--- src/tm1638_pkg.sv ---
// ##############################################
// shared constants, state types and the segment
// table of the TM1638 board driver
// ##############################################

package tm1638_pkg;

    localparam int NUM_GRIDS = 8;
    localparam int KEY_BYTES = 4;      // key scan bytes per frame

    localparam logic [7:0] CMD_WRITE_AUTO = 8'h40;  // write, auto increment
    localparam logic [7:0] CMD_ADDR_0     = 8'hC0;
    localparam logic [7:0] CMD_DISPLAY_ON = 8'h8F;  // display on, full brightness
    localparam logic [7:0] CMD_READ_KEYS  = 8'h42;

    localparam int DEF_HALF_DIV    = 24;   // 48 MHz clk -> 1 MHz sclk
    localparam int DEF_FRAME_SCLKS = 8000;

    typedef enum logic [7:0] {
        FS_IDLE,
        FS_WRITE_CMD,
        FS_ADDR_CMD,
        FS_GRID_DATA,
        FS_DISP_CMD,
        FS_READ_CMD,
        FS_KEY_READ,
        FS_STB_GAP
    } frame_state_e;

    typedef enum logic [7:0] {
        SH_IDLE,
        SH_SHIFT,
        SH_DONE
    } shift_state_e;

    // hex digit to gfedcba
    function automatic logic [6:0] seg_code(input logic [3:0] digit);
        case (digit)
            4'h0: seg_code = 7'b0111111;
            4'h1: seg_code = 7'b0000110;
            4'h2: seg_code = 7'b1011011;
            4'h3: seg_code = 7'b1001111;
            4'h4: seg_code = 7'b1100110;
            4'h5: seg_code = 7'b1101101;
            4'h6: seg_code = 7'b1111101;
            4'h7: seg_code = 7'b0100111;
            4'h8: seg_code = 7'b1111111;
            4'h9: seg_code = 7'b1101111;
            4'hA: seg_code = 7'b1110111;
            4'hB: seg_code = 7'b1111100;
            4'hC: seg_code = 7'b0111001;
            4'hD: seg_code = 7'b1011110;
            4'hE: seg_code = 7'b1111001;
            default: seg_code = 7'b1110001;  // F
        endcase
    endfunction

endpackage
--- src/byte_link_if.sv ---
// ##############################################
// four-phase req/ack link between the frame
// sequencer and the byte shifter
// ##############################################

`timescale 1ns/1ns

interface byte_link_if;

    logic       req;
    logic       dir_rd;   // 1: sample a byte from the board
    logic [7:0] tx_byte;
    logic       ack;
    logic [7:0] rx_byte;  // valid while ack is high

    modport seq (
        output req,
        output dir_rd,
        output tx_byte,
        input  ack,
        input  rx_byte
    );

    modport shifter (
        input  req,
        input  dir_rd,
        input  tx_byte,
        output ack,
        output rx_byte
    );

endinterface

--- src/tm1638_drv.sv ---
// ##############################################
// TM1638 LED and key board driver, top level
// connect dio_o/dio_oe_o/dio_i to one tristate pad
// ##############################################

`timescale 1ns/1ns

module tm1638_drv #(
    parameter int HALF_DIV    = tm1638_pkg::DEF_HALF_DIV,
    parameter int FRAME_SCLKS = tm1638_pkg::DEF_FRAME_SCLKS
) (
    input  logic        clk,
    input  logic        n_rst,
    input  logic [31:0] digits_i,
    input  logic [7:0]  blank_i,
    input  logic [7:0]  dots_i,
    input  logic [7:0]  leds_i,
    input  logic        dio_i,
    output logic        dio_o,
    output logic        dio_oe_o,
    output logic        sclk_o,
    output logic        stb_o,
    output logic        frame_start_o,
    output logic [7:0]  keys_o
);

    logic       fall_tick;
    logic       rise_tick;
    logic       frame_tick;
    logic [3:0] byte_idx;
    logic [7:0] grid_byte;

    byte_link_if link ();

    assign frame_start_o = frame_tick;

    sclk_divider #(
        .HALF_DIV    (HALF_DIV),
        .FRAME_SCLKS (FRAME_SCLKS)
    ) u_sclk_divider (
        .clk          (clk),
        .n_rst        (n_rst),
        .fall_tick_o  (fall_tick),
        .rise_tick_o  (rise_tick),
        .frame_tick_o (frame_tick)
    );

    display_buffer u_display_buffer (
        .clk          (clk),
        .n_rst        (n_rst),
        .frame_tick_i (frame_tick),
        .digits_i     (digits_i),
        .blank_i      (blank_i),
        .dots_i       (dots_i),
        .leds_i       (leds_i),
        .byte_idx_i   (byte_idx),
        .grid_byte_o  (grid_byte)
    );

    frame_sequencer u_frame_sequencer (
        .clk          (clk),
        .n_rst        (n_rst),
        .fall_tick_i  (fall_tick),
        .frame_tick_i (frame_tick),
        .link         (link.seq),
        .byte_idx_o   (byte_idx),
        .grid_byte_i  (grid_byte),
        .stb_o        (stb_o),
        .keys_o       (keys_o)
    );

    byte_shifter u_byte_shifter (
        .clk         (clk),
        .n_rst       (n_rst),
        .fall_tick_i (fall_tick),
        .rise_tick_i (rise_tick),
        .link        (link.shifter),
        .dio_i       (dio_i),
        .dio_o       (dio_o),
        .dio_oe_o    (dio_oe_o),
        .sclk_o      (sclk_o)
    );

endmodule

--- src/frame_sequencer.sv ---
// ##############################################
// one frame per frame tick: 40 | C0 + 16 grid
// bytes | 8F | 42 + 4 key bytes, each group in its
// own strobe low window, keys assembled at the end
// ##############################################

`timescale 1ns/1ns

module frame_sequencer (
    input  logic     clk,
    input  logic     n_rst,
    input  logic     fall_tick_i,
    input  logic     frame_tick_i,
    byte_link_if.seq link,
    output logic [3:0] byte_idx_o,
    input  logic [7:0] grid_byte_i,
    output logic     stb_o,
    output logic [7:0] keys_o
);

    tm1638_pkg::frame_state_e state_q;
    tm1638_pkg::frame_state_e gap_next_q;   // group after the strobe gap

    logic [3:0] grid_cnt_q;
    logic [1:0] key_cnt_q;
    logic [7:2] key_acc_q;
    logic       req_q;
    logic       link_idle;
    logic       byte_done;

    assign link_idle  = !req_q && !link.ack;
    assign byte_done  = req_q && link.ack;
    assign link.req    = req_q;
    assign link.dir_rd = (state_q == tm1638_pkg::FS_KEY_READ);
    assign byte_idx_o  = grid_cnt_q;

    always_comb begin
        case (state_q)
            tm1638_pkg::FS_WRITE_CMD: link.tx_byte = tm1638_pkg::CMD_WRITE_AUTO;
            tm1638_pkg::FS_ADDR_CMD:  link.tx_byte = tm1638_pkg::CMD_ADDR_0;
            tm1638_pkg::FS_GRID_DATA: link.tx_byte = grid_byte_i;
            tm1638_pkg::FS_DISP_CMD:  link.tx_byte = tm1638_pkg::CMD_DISPLAY_ON;
            tm1638_pkg::FS_READ_CMD:  link.tx_byte = tm1638_pkg::CMD_READ_KEYS;
            default:                  link.tx_byte = 8'h00;
        endcase
    end

    always_ff @(posedge clk or negedge n_rst) begin
        if (!n_rst) begin
            state_q    <= tm1638_pkg::FS_IDLE;
            gap_next_q <= tm1638_pkg::FS_IDLE;
            grid_cnt_q <= 4'd0;
            key_cnt_q  <= 2'd0;
            key_acc_q  <= '0;
            req_q      <= 1'b0;
            stb_o      <= 1'b1;
            keys_o     <= 8'h00;
        end else begin
            case (state_q)
                tm1638_pkg::FS_IDLE: begin
                    if (frame_tick_i) begin   // late ticks are dropped
                        state_q    <= tm1638_pkg::FS_WRITE_CMD;
                        grid_cnt_q <= 4'd0;
                        key_cnt_q  <= 2'd0;
                    end
                end
                tm1638_pkg::FS_STB_GAP: begin
                    if (fall_tick_i && link_idle) begin
                        stb_o   <= 1'b1;
                        state_q <= gap_next_q;
                    end
                end
                tm1638_pkg::FS_WRITE_CMD, tm1638_pkg::FS_ADDR_CMD,
                tm1638_pkg::FS_GRID_DATA, tm1638_pkg::FS_DISP_CMD,
                tm1638_pkg::FS_READ_CMD, tm1638_pkg::FS_KEY_READ: begin
                    if (stb_o) begin
                        if (fall_tick_i && link_idle) begin
                            stb_o <= 1'b0;   // open the group
                        end
                    end else if (link_idle) begin
                        req_q <= 1'b1;
                    end else if (byte_done) begin
                        req_q <= 1'b0;
                        case (state_q)
                            tm1638_pkg::FS_WRITE_CMD: begin
                                state_q    <= tm1638_pkg::FS_STB_GAP;
                                gap_next_q <= tm1638_pkg::FS_ADDR_CMD;
                            end
                            tm1638_pkg::FS_ADDR_CMD: begin
                                state_q <= tm1638_pkg::FS_GRID_DATA;
                            end
                            tm1638_pkg::FS_GRID_DATA: begin
                                if (grid_cnt_q == 4'(2 * tm1638_pkg::NUM_GRIDS - 1)) begin
                                    state_q    <= tm1638_pkg::FS_STB_GAP;
                                    gap_next_q <= tm1638_pkg::FS_DISP_CMD;
                                end else begin
                                    grid_cnt_q <= grid_cnt_q + 1'b1;
                                end
                            end
                            tm1638_pkg::FS_DISP_CMD: begin
                                state_q    <= tm1638_pkg::FS_STB_GAP;
                                gap_next_q <= tm1638_pkg::FS_READ_CMD;
                            end
                            tm1638_pkg::FS_READ_CMD: begin
                                state_q <= tm1638_pkg::FS_KEY_READ;
                            end
                            default: begin   // key byte k: bit0, bit4
                                if (key_cnt_q == 2'(tm1638_pkg::KEY_BYTES - 1)) begin
                                    keys_o     <= {key_acc_q, link.rx_byte[0], link.rx_byte[4]};
                                    state_q    <= tm1638_pkg::FS_STB_GAP;
                                    gap_next_q <= tm1638_pkg::FS_IDLE;
                                end else begin
                                    key_acc_q[7 - 2 * key_cnt_q] <= link.rx_byte[0];
                                    key_acc_q[6 - 2 * key_cnt_q] <= link.rx_byte[4];
                                    key_cnt_q <= key_cnt_q + 1'b1;
                                end
                            end
                        endcase
                    end
                end
                default: begin
                    state_q <= tm1638_pkg::FS_IDLE;
                end
            endcase
        end
    end

endmodule

--- src/byte_shifter.sv ---
// ##############################################
// moves one byte over the serial link per req,
// LSB first, writes on dio_o or samples dio_i
// answers with ack once the 8th rise is done
// ##############################################

`timescale 1ns/1ns

module byte_shifter (
    input  logic         clk,
    input  logic         n_rst,
    input  logic         fall_tick_i,
    input  logic         rise_tick_i,
    byte_link_if.shifter link,
    input  logic         dio_i,
    output logic         dio_o,
    output logic         dio_oe_o,
    output logic         sclk_o
);

    tm1638_pkg::shift_state_e state_q;

    logic [2:0] bit_cnt_q;
    logic [7:0] shreg_q;
    logic       accept;
    logic       rise_step;   // sclk goes back high, one bit done

    assign accept    = (state_q == tm1638_pkg::SH_IDLE) && link.req;
    assign rise_step = (state_q == tm1638_pkg::SH_SHIFT) && rise_tick_i && !sclk_o;

    assign link.ack     = (state_q == tm1638_pkg::SH_DONE);
    assign link.rx_byte = shreg_q;

    always_ff @(posedge clk or negedge n_rst) begin
        if (!n_rst) begin
            state_q   <= tm1638_pkg::SH_IDLE;
            bit_cnt_q <= 3'd0;
            sclk_o    <= 1'b1;
            dio_o     <= 1'b0;
            dio_oe_o  <= 1'b0;
        end else begin
            case (state_q)
                tm1638_pkg::SH_IDLE: begin
                    if (link.req) begin
                        state_q   <= tm1638_pkg::SH_SHIFT;
                        bit_cnt_q <= 3'd0;
                        dio_oe_o  <= !link.dir_rd;
                    end
                end
                tm1638_pkg::SH_SHIFT: begin
                    if (fall_tick_i) begin
                        sclk_o <= 1'b0;
                        dio_o  <= shreg_q[0];   // next bit out
                    end else if (rise_step) begin
                        sclk_o    <= 1'b1;
                        bit_cnt_q <= bit_cnt_q + 1'b1;
                        if (bit_cnt_q == 3'd7) begin
                            state_q  <= tm1638_pkg::SH_DONE;
                            dio_oe_o <= 1'b0;   // release the line
                        end
                    end
                end
                tm1638_pkg::SH_DONE: begin
                    if (!link.req) begin
                        state_q <= tm1638_pkg::SH_IDLE;
                    end
                end
                default: begin
                    state_q <= tm1638_pkg::SH_IDLE;
                end
            endcase
        end
    end

    // shifts right on every rise, read bits enter at the top
    always_ff @(posedge clk) begin
        if (accept) begin
            shreg_q <= link.tx_byte;
        end else if (rise_step) begin
            shreg_q <= {dio_i, shreg_q[7:1]};
        end
    end

endmodule

--- src/display_buffer.sv ---
// ##############################################
// holds the display inputs for one frame and
// serves the 16 grid bytes by index
// even index: segments and dot, odd index: led
// ##############################################

`timescale 1ns/1ns

module display_buffer (
    input  logic        clk,
    input  logic        n_rst,
    input  logic        frame_tick_i,
    input  logic [31:0] digits_i,
    input  logic [7:0]  blank_i,
    input  logic [7:0]  dots_i,
    input  logic [7:0]  leds_i,
    input  logic [3:0]  byte_idx_i,
    output logic [7:0]  grid_byte_o
);

    logic [31:0]                      digits_q;
    logic [tm1638_pkg::NUM_GRIDS-1:0] blank_q;
    logic [tm1638_pkg::NUM_GRIDS-1:0] dots_q;
    logic [tm1638_pkg::NUM_GRIDS-1:0] leds_q;

    logic [2:0] grid;
    logic [3:0] digit;
    logic [6:0] seg_bits;

    assign grid  = byte_idx_i[3:1];
    assign digit = digits_q[{grid, 2'b00} +: 4];

    always_comb begin
        if (blank_q[grid]) begin
            seg_bits = 7'b0;
        end else begin
            seg_bits = tm1638_pkg::seg_code(digit);
        end
    end

    // snapshot at frame start, stable for the whole frame
    always_ff @(posedge clk or negedge n_rst) begin
        if (!n_rst) begin
            digits_q <= '0;
            blank_q  <= '1;   // blanked until the first frame
            dots_q   <= '0;
            leds_q   <= '0;
        end else if (frame_tick_i) begin
            digits_q <= digits_i;
            blank_q  <= blank_i;
            dots_q   <= dots_i;
            leds_q   <= leds_i;
        end
    end

    // registered read
    always_ff @(posedge clk or negedge n_rst) begin
        if (!n_rst) begin
            grid_byte_o <= 8'h00;
        end else if (byte_idx_i[0]) begin
            grid_byte_o <= {7'b0, leds_q[grid]};
        end else begin
            grid_byte_o <= {dots_q[grid], seg_bits};
        end
    end

endmodule

--- src/sclk_divider.sv ---
// ##############################################
// serial clock phase ticks and the frame tick
// fall and rise ticks alternate HALF_DIV clk apart,
// frame tick every FRAME_SCLKS serial periods
// ##############################################

`timescale 1ns/1ns

module sclk_divider #(
    parameter int HALF_DIV    = tm1638_pkg::DEF_HALF_DIV,
    parameter int FRAME_SCLKS = tm1638_pkg::DEF_FRAME_SCLKS
) (
    input  logic clk,
    input  logic n_rst,
    output logic fall_tick_o,
    output logic rise_tick_o,
    output logic frame_tick_o
);

    localparam int HALF_W  = (HALF_DIV > 1) ? $clog2(HALF_DIV) : 1;
    localparam int FRAME_W = (FRAME_SCLKS > 1) ? $clog2(FRAME_SCLKS) : 1;

    logic [HALF_W-1:0]  half_cnt_q;
    logic [FRAME_W-1:0] frame_cnt_q;
    logic               phase_q;     // 0: next tick is a fall
    logic               half_wrap;
    logic               frame_wrap;

    assign half_wrap  = (half_cnt_q == HALF_W'(HALF_DIV - 1));
    assign frame_wrap = (frame_cnt_q == FRAME_W'(FRAME_SCLKS - 1));

    always_ff @(posedge clk or negedge n_rst) begin
        if (!n_rst) begin
            half_cnt_q  <= '0;
            phase_q     <= 1'b0;
            fall_tick_o <= 1'b0;
            rise_tick_o <= 1'b0;
        end else begin
            fall_tick_o <= half_wrap & ~phase_q;
            rise_tick_o <= half_wrap & phase_q;
            if (half_wrap) begin
                half_cnt_q <= '0;
                phase_q    <= ~phase_q;
            end else begin
                half_cnt_q <= half_cnt_q + 1'b1;
            end
        end
    end

    // counts rise ticks, one per serial period
    always_ff @(posedge clk or negedge n_rst) begin
        if (!n_rst) begin
            frame_cnt_q  <= '0;
            frame_tick_o <= 1'b0;
        end else begin
            frame_tick_o <= half_wrap & phase_q & frame_wrap;
            if (half_wrap && phase_q) begin
                frame_cnt_q <= frame_wrap ? '0 : frame_cnt_q + 1'b1;
            end
        end
    end

endmodule

--- config.mk ---
export PLATFORM = sky130hd
export DESIGN_NAME = tm1638_drv
export DESIGN_NICKNAME = d
export VERILOG_FILES = /design/src/tm1638_pkg.sv /design/src/byte_link_if.sv /design/src/tm1638_drv.sv /design/src/frame_sequencer.sv /design/src/byte_shifter.sv /design/src/display_buffer.sv /design/src/sclk_divider.sv
export SDC_FILE = /design/constraint.sdc
export NUM_CORES = 1
export LEC_CHECK = 0
export BUFFER_PORTS_ARGS = -buffer_cell sky130_fd_sc_hd__buf_2
export CORE_UTILIZATION = 53
export DETAILED_ROUTE_END_ITERATION = 10
export PLACE_DENSITY = 0.76
export REMOVE_ABC_BUFFERS = 1
export SYNTH_ARGS = -nofsm -noshare
export SYNTH_HDL_FRONTEND = slang
export SYNTH_SLANG_ARGS = --single-unit
--- constraint.sdc ---
create_clock -name clk -period 2.3 [get_ports clk]
set_input_delay 0 -clock clk [delete_from_list [all_inputs] [get_ports clk]]
set_output_delay 0 -clock clk [all_outputs]
set_load 0.01 [all_outputs]
; ---- Yosys cells after proc, flatten, opt, wreduce, memory -nomap -nowiden
; Memories as Yosys holds them, arrays and structs flattened.
; Index checks and enable logic that the tools add are counted.
[op_classes]
addsub = 7
div_mod_pow = 0
order_cmp = 5
eq_ne = 31
n_mul = 0
shifts = 1
bitwise_logic = 9
n_mux = 68
n_reduce_logical = 39
[op_table]
columns = operator, count
row1 = two-way mux 8 bit, 17
row2 = "greater-or-equal comparator 32 x 1 -> 1 bit, second input constant", 2
row3 = "less-than comparator 32 x 4 -> 1 bit, second input constant", 2
row4 = case mux 8 bit (4 select lines), 2
row5 = case mux 8 bit (3 select lines), 2
row6 = case mux 8 bit (5 select lines), 1
row7 = "== test 8 x 3 -> 1 bit, second input constant", 4
row8 = variable part select 32 x 6 -> 4 bit, 1
row9 = AND reduction 7 bit, 4
row10 = "== test 8 x 2 -> 1 bit, second input constant", 3
row11 = two-way mux 4 bit, 6
row12 = "inequality test 2 bit, second input constant", 10
row13 = "== test 8 x 1 -> 1 bit, second input constant", 2
row14 = zero test 8 bit, 2
row15 = two-way mux 1 bit, 16
row16 = "adder 13 x 1 -> 13 bit, second input constant", 1
row17 = "== test 13 bit, second input constant", 1
row18 = two-way mux 13 bit, 1
row19 = bitwise mux 6 bit, 2
row20 = two-way mux 2 bit, 6
row21 = AND reduction 6 bit, 2
row22 = nonzero test 2 bit, 6
row23 = "inequality test 2 x 1 -> 1 bit, second input constant", 5
row24 = AND reduction 5 bit, 2
row25 = 32 further kinds, 60
[word_totals]
elab_cells = 186
ff_bits = 146
out_inout_bits = 13
n_memories = 1
ram_bits = 0
latch_bits = 0
rom_bits = 112
[mem_list]
columns = name, words, width, read_ports, rd_clocked_by_memory_dff, wr, line_no
row1 = (name not given), 16, 7, 1, 0, 0, tm1638_pkg.sv:38  ; case (digit)

; ---- Logic depth before layout (Yosys ltp)
[logic_depth]
depth_word = 7
depth_mapped = 9
depth_no_buf = 8

; ---- Hierarchy
; Synthesis repeated with hierarchy kept, for this count alone.
[unflattened]
cells_unflattened = 489
area_unflattened_um2 = 6398.6
[by_module_without_submodules]
columns = module, n_inst, seq_area_each_um2, cells_each, area_per_inst_um2
row1 = display_buffer, 1, 1611.5, 190, 3055.4
row2 = frame_sequencer, 1, 701.9, 146, 1542.7
row3 = sclk_divider, 1, 550.5, 96, 1012.2
row4 = byte_shifter, 1, 441.7, 57, 788.3

; ---- Worst setup path after synthesis
; OpenSTA, ideal clock, no wires.
[synth_path]
kind = reg-to-reg
start = register u_frame_sequencer.grid_cnt_q[1], in the netlist u_frame_sequencer.byte_idx_o[1]
end = register u_display_buffer.grid_byte_o[6]
setup_slack_ns = 0.066
arrival_ns = 2.130
t_required_ns = 2.196
period_less_slack_ns = 2.234
stages_incl_launch_ff = 10
n_path_buf = 2
cell_sequence = dfrtp_1 > buf_6 > buf_6 > mux4_2 > mux2i_2 > inv_1 > ha_1 > nand3_1 > nand2_1 > a221oi_1
[synth_via]
elab_chain_cells = 4
word_cells_on_any_way = 6
cone_classes = 1 x shift / 4 x mux / 1 x memory
[synth_lines]
columns = item, line_no
row1 = from (decl), frame_sequencer.sv:24  ; logic [3:0] grid_cnt_q;
row2 = from (signal assigned), frame_sequencer.sv:97  ; grid_cnt_q <= grid_cnt_q + 1'b1;
row3 = variable part select 32 x 6 -> 4 bit or binary-select mux 1 bit (select 3 bit) (tied branches), "display_buffer.sv:31, display_buffer.sv:34"
row4 = memory (16 x 7 bit) or two-way mux 1 bit (tied branches), -
row5 = two-way mux 7 bit *, display_buffer.sv:34  ; if (blank_q[grid]) begin
row6 = two-way mux 8 bit *, display_buffer.sv:60  ; end else if (byte_idx_i[0]) begin
row7 = to (signal assigned), display_buffer.sv:61  ; grid_byte_o <= {7'b0, leds_q[grid]};
row8 = to (signal assigned), display_buffer.sv:63  ; grid_byte_o <= {dots_q[grid], seg_bits};
row9 = to (decl), display_buffer.sv:18  ; output logic [7:0] grid_byte_o
; Mark *: on every way between the ends. The rest lies on a longest branch, timed or not. The select of a mux whose other input is x is not followed.
; A chain may end at the register's enable or synchronous reset.

; ---- Final worst setup path
[layout_path]
start = register u_frame_sequencer.grid_cnt_q[1], in the netlist u_frame_sequencer.byte_idx_o[1]
end = register u_display_buffer.grid_byte_o[2]
; Same word-level chain as after synthesis.

==> run_results.csv <==
group,metric,value,unit
setup_path,r2r_start,"u_frame_sequencer.byte_idx_o[1]",
global_routing,grt_antenna_before_repair,0,
setup_path,path_delay_family,"compound AO/OA/AOI/OAI gates",
setup_path,critPathRequiredTime,2610,ps
floorplan,ios,72,
yosys,synth.most_common_cell,"dfrtp_1",
yosys,synthCells,495,
sta,rsz0062_at_grt,"false",
setup_path,path_max_fanout,11,
sta,maxSlewViolCount,0,
setup_path,critPathMaxStageDelay,540,ps
floorplan,rows,39,
yosys,synth_area_leaders,"dfrtp_1 (45%), mux2_2 (14%), mux4_2 (4.3%)",
pwr,irDropWorstVdd,0.5599,mV
yosys,synth_seq_cells,130,
yosys,synth_seq_area_share,53.09,%
clock_network,clock_sinks,130,
sta,finalSetupViolCount,0,
yosys,synth_edf_count,8,
global_routing,grt_pass1_vias,4737,
detailed_routing,remaining_drc_errors,0,
global_routing,grt_max_degree,60,
place,dp_hpwl,8664,um
setup_path,path_cells,"buf_4, mux4_2, nor2b_4, a211o_4, a311oi_1",
setup_path,rr_worst_depth,5,
clock_network,clk_pin_slew,60,ps
yosys,syn-cell-area,0.006226,mm2
setup_path,r2r_setup_slack,160,ps
clock_network,numCtsBuffers,17,
sta,period_share,93.13,%
setup_path,arrival,2450,ps
sta,fin_setup_tns,0,ps
detailed_routing,viasPerCell,5.516,
sta,fmax,466.9,MHz
sta,period_needed,2142,ps
floorplan,die_area,0.01218,mm2
yosys,synth_top_area_share,45.02,%
cells_and_area,nets,718,
yosys,yosysWarnings,0,
cells_and_area,final_cells,799,
sta,finalWorstSetupSlack,158.1,ps
pwr,p_per_area,660.1,mW/mm2
sta,slew_headroom,51.22,%
yosys,synthArstFlopShare,93.85,%
place,gp_congestion,1.003,
detailed_routing,ant_nets,0,
sta,skew,4.686,ps
clock_network,htreeDepth,4,
setup_path,reg2reg_to,"u_display_buffer.grid_byte_o[2]",
yosys,synth_ff_type,"dfrtp_1",
cells_and_area,fillers,753,
floorplan,initial_core_util,54.53,%
yosys,avgSynthCellArea,12.58,um2
detailed_routing,routedWlPerCell,17.24,um
cells_and_area,seq_area,0.003309,mm2
yosys,ys_types,61,
worst_hold_path,min_path_type,"in2async",
detailed_routing,dr.pass1.iters,5,
job,maxCapViolCount,0,
cells_and_area,layout-drive-gt1-share,36.28,%
clock_network,post-cts-setup-buffers,0,
floorplan,core_area,0.01142,mm2
setup_path,criticalPathCategory,"reg2reg",
clock_network,cts_max_path_buffers,2,
pwr,leakagePower,3.756,nW
setup_path,slowest_stage,"mux4_2",
place,numPortBuffers,71,
detailed_routing,drt_iter0_markers,248,
place,dp_cells,709,
global_routing,grt_first_pass_wirelength,23120,um
detailed_routing,wl,13780,um
detailed_routing,via_count,4407,
place,place_ws,78.22,ps
setup_path,worst-path-buf-inv,1,
yosys,synth_area_leader_cell,"dfrtp_1",
floorplan,die_height,110.4,um
global_routing,grt-ovfl-total,0,
clock_network,cts_root_buffer,"clkbuf_16",
sta,tightest_slew,731.7,ps
cells_and_area,multi_input_area,0.002768,mm2
yosys,yosys-top-cells-count,"dfrtp_1 (112), mux2_2 (79), nand2_1 (35)",
setup_path,crit_path_start_kind,"register",
global_routing,grt_usage,25.77,%
clock_network,cts_tree,"built",
cells_and_area,diodes,0,
outcome,status,"finished, final reports clean",
cells_and_area,final_util,70.23,%
pwr,p_total,5.293,mW
floorplan,die_x,110.4,um
cells_and_area,syn2layout_area_growth,28.80,%
setup_path,cp-end-kind,"register",
clock_network,clk_latency,420,ps
sta,hold_viol,0,
timing repair:
item                       CTS  global route
pin swaps                    0             0
resized for setup            1             2
gates cloned                 0             0
hold endpoints to repair   103             0
hold buffers                58             0
setup endpoints to repair    1             2
report_power, final:
part / leakage (nW) / switching, mW / internal [mW]
Sequential: 1.69 / 0 / 2.31
Combinational: 1.76 / 0.0728 / 0.104
Clock: 0.304 / 0.962 / 1.85
routing by layer:
layer	part of all wire, %	up-vias	global-route usage (%)
met2	55	93	45.16
met1	41	2194	30.85
li1	-	2103	-
met5	0	-	0
met4	1.4	0	10.43
met3	3.1	17	5.526
final cells by class:
| type | count | share of cell area [%] |
|---|---|---|
| Multi-Input combinational cell | 333 | 34.51 |
| Clock inverter | 9 | 1.560 |
| Sequential cell | 130 | 41.27 |
| Tap cell | 143 | 2.231 |
| Inverter | 14 | 0.6553 |
| Clock buffer | 23 | 6.226 |
| Timing Repair Buffer | 147 | 13.54 |
registers in the layout, indices dropped and copies added, names as in the netlist, 4 cells and up:
| register | flops |
|---|---|
| u_display_buffer.dots_q | 8 |
| u_sclk_divider.half_cnt_q | 5 |
| u_frame_sequencer.keys_o | 8 |
| u_sclk_divider.frame_cnt_q | 13 |
| u_display_buffer.blank_q | 8 |
| u_frame_sequencer.byte_idx_o | 4 |
| u_display_buffer.grid_byte_o | 8 |
| u_display_buffer.leds_q | 8 |
| u_frame_sequencer.key_acc_q | 6 |
| u_display_buffer.digits_q | 32 |
| u_byte_shifter.link.rx_byte | 8 |
worst max path at each step:
stage / slack [ps] / cells past startpoint / endpoint / from
2_1_floorplan: -360 / 3 / u_frame_sequencer.byte_idx_o[0] / u_sclk_divider.frame_tick_o
3_3_place_gp: 190 / 5 / u_display_buffer.grid_byte_o[2] / u_frame_sequencer.byte_idx_o[1]
3_5_place_dp: 80 / 8 / u_display_buffer.grid_byte_o[6] / u_frame_sequencer.byte_idx_o[1]
4_1_cts: 70 / 8 / u_display_buffer.grid_byte_o[6] / u_frame_sequencer.byte_idx_o[2]
5_1_grt: 20 / 7 / u_frame_sequencer.key_acc_q[2] / u_byte_shifter.state_q[0]
6_report: 160 / 5 / u_display_buffer.grid_byte_o[2] / u_frame_sequencer.byte_idx_o[1]
layout by cell type (no fill, tap or decap), types with 3 or more instances in the layout:
master,netlist,routed
and3_1,4,4
mux2_2,79,79
a211oi_1,6,6
nand4_1,5,5
inv_1,13,13
clkbuf_8,0,3
xor2_1,4,4
nand2b_1,8,8
nor2_1,24,24
nor2b_1,9,9
o21ai_0,23,23
nand3b_1,4,4
bufinv_16,0,3
nand2_1,35,35
dlygate4sd3_1,0,58
dfstp_2,10,10
mux2i_1,8,8
dfrtp_2,0,3
clkbuf_16,0,18
dfrtp_1,112,109
a21oi_1,22,22
nor3_1,8,8
xnor2_1,8,8
a22o_1,6,6
buf_4,1,18
clkinv_2,0,4
edfxtp_1,8,8
buf_2,4,70
ha_1,16,16
mux4_2,12,12
a31oi_1,5,5
nand3_1,8,8
or3_1,5,5
cell families (layout without fill, tap and decap cells):
family / Yosys count / count (layout) / synth area share (%)
AND/OR/NAND/NOR: 122 / 122 / 10.23
adder cells (fa/ha/maj): 16 / 16 / 3.215
multiplexers: 101 / 101 / 20.50
AO/OA/AOI/OAI: 82 / 82 / 8.722
XOR/XNOR: 12 / 12 / 1.688
buffers and inverters: 32 / 193 / 2.552
flip-flops: 130 / 130 / 53.09
worst reg2reg max path, stage by stage, from the launching register on:
cell and delay, ps:
dfrtp_2 450, buf_4 250, mux4_2 540, nor2b_4 140
a211o_4 340, a311oi_1 300
metrics by stage:
stage / hold WS (ps) / cell area (um2)
detailed placement: 105.3 / 6805
global route: 270.1 / 8019
floorplan: -295.6 / 6120
global placement: 91.79 / 6805
CTS: 226.5 / 8011
finish: 206.8 / 8019
No activity file was read; power rests on OpenSTA's default activity.
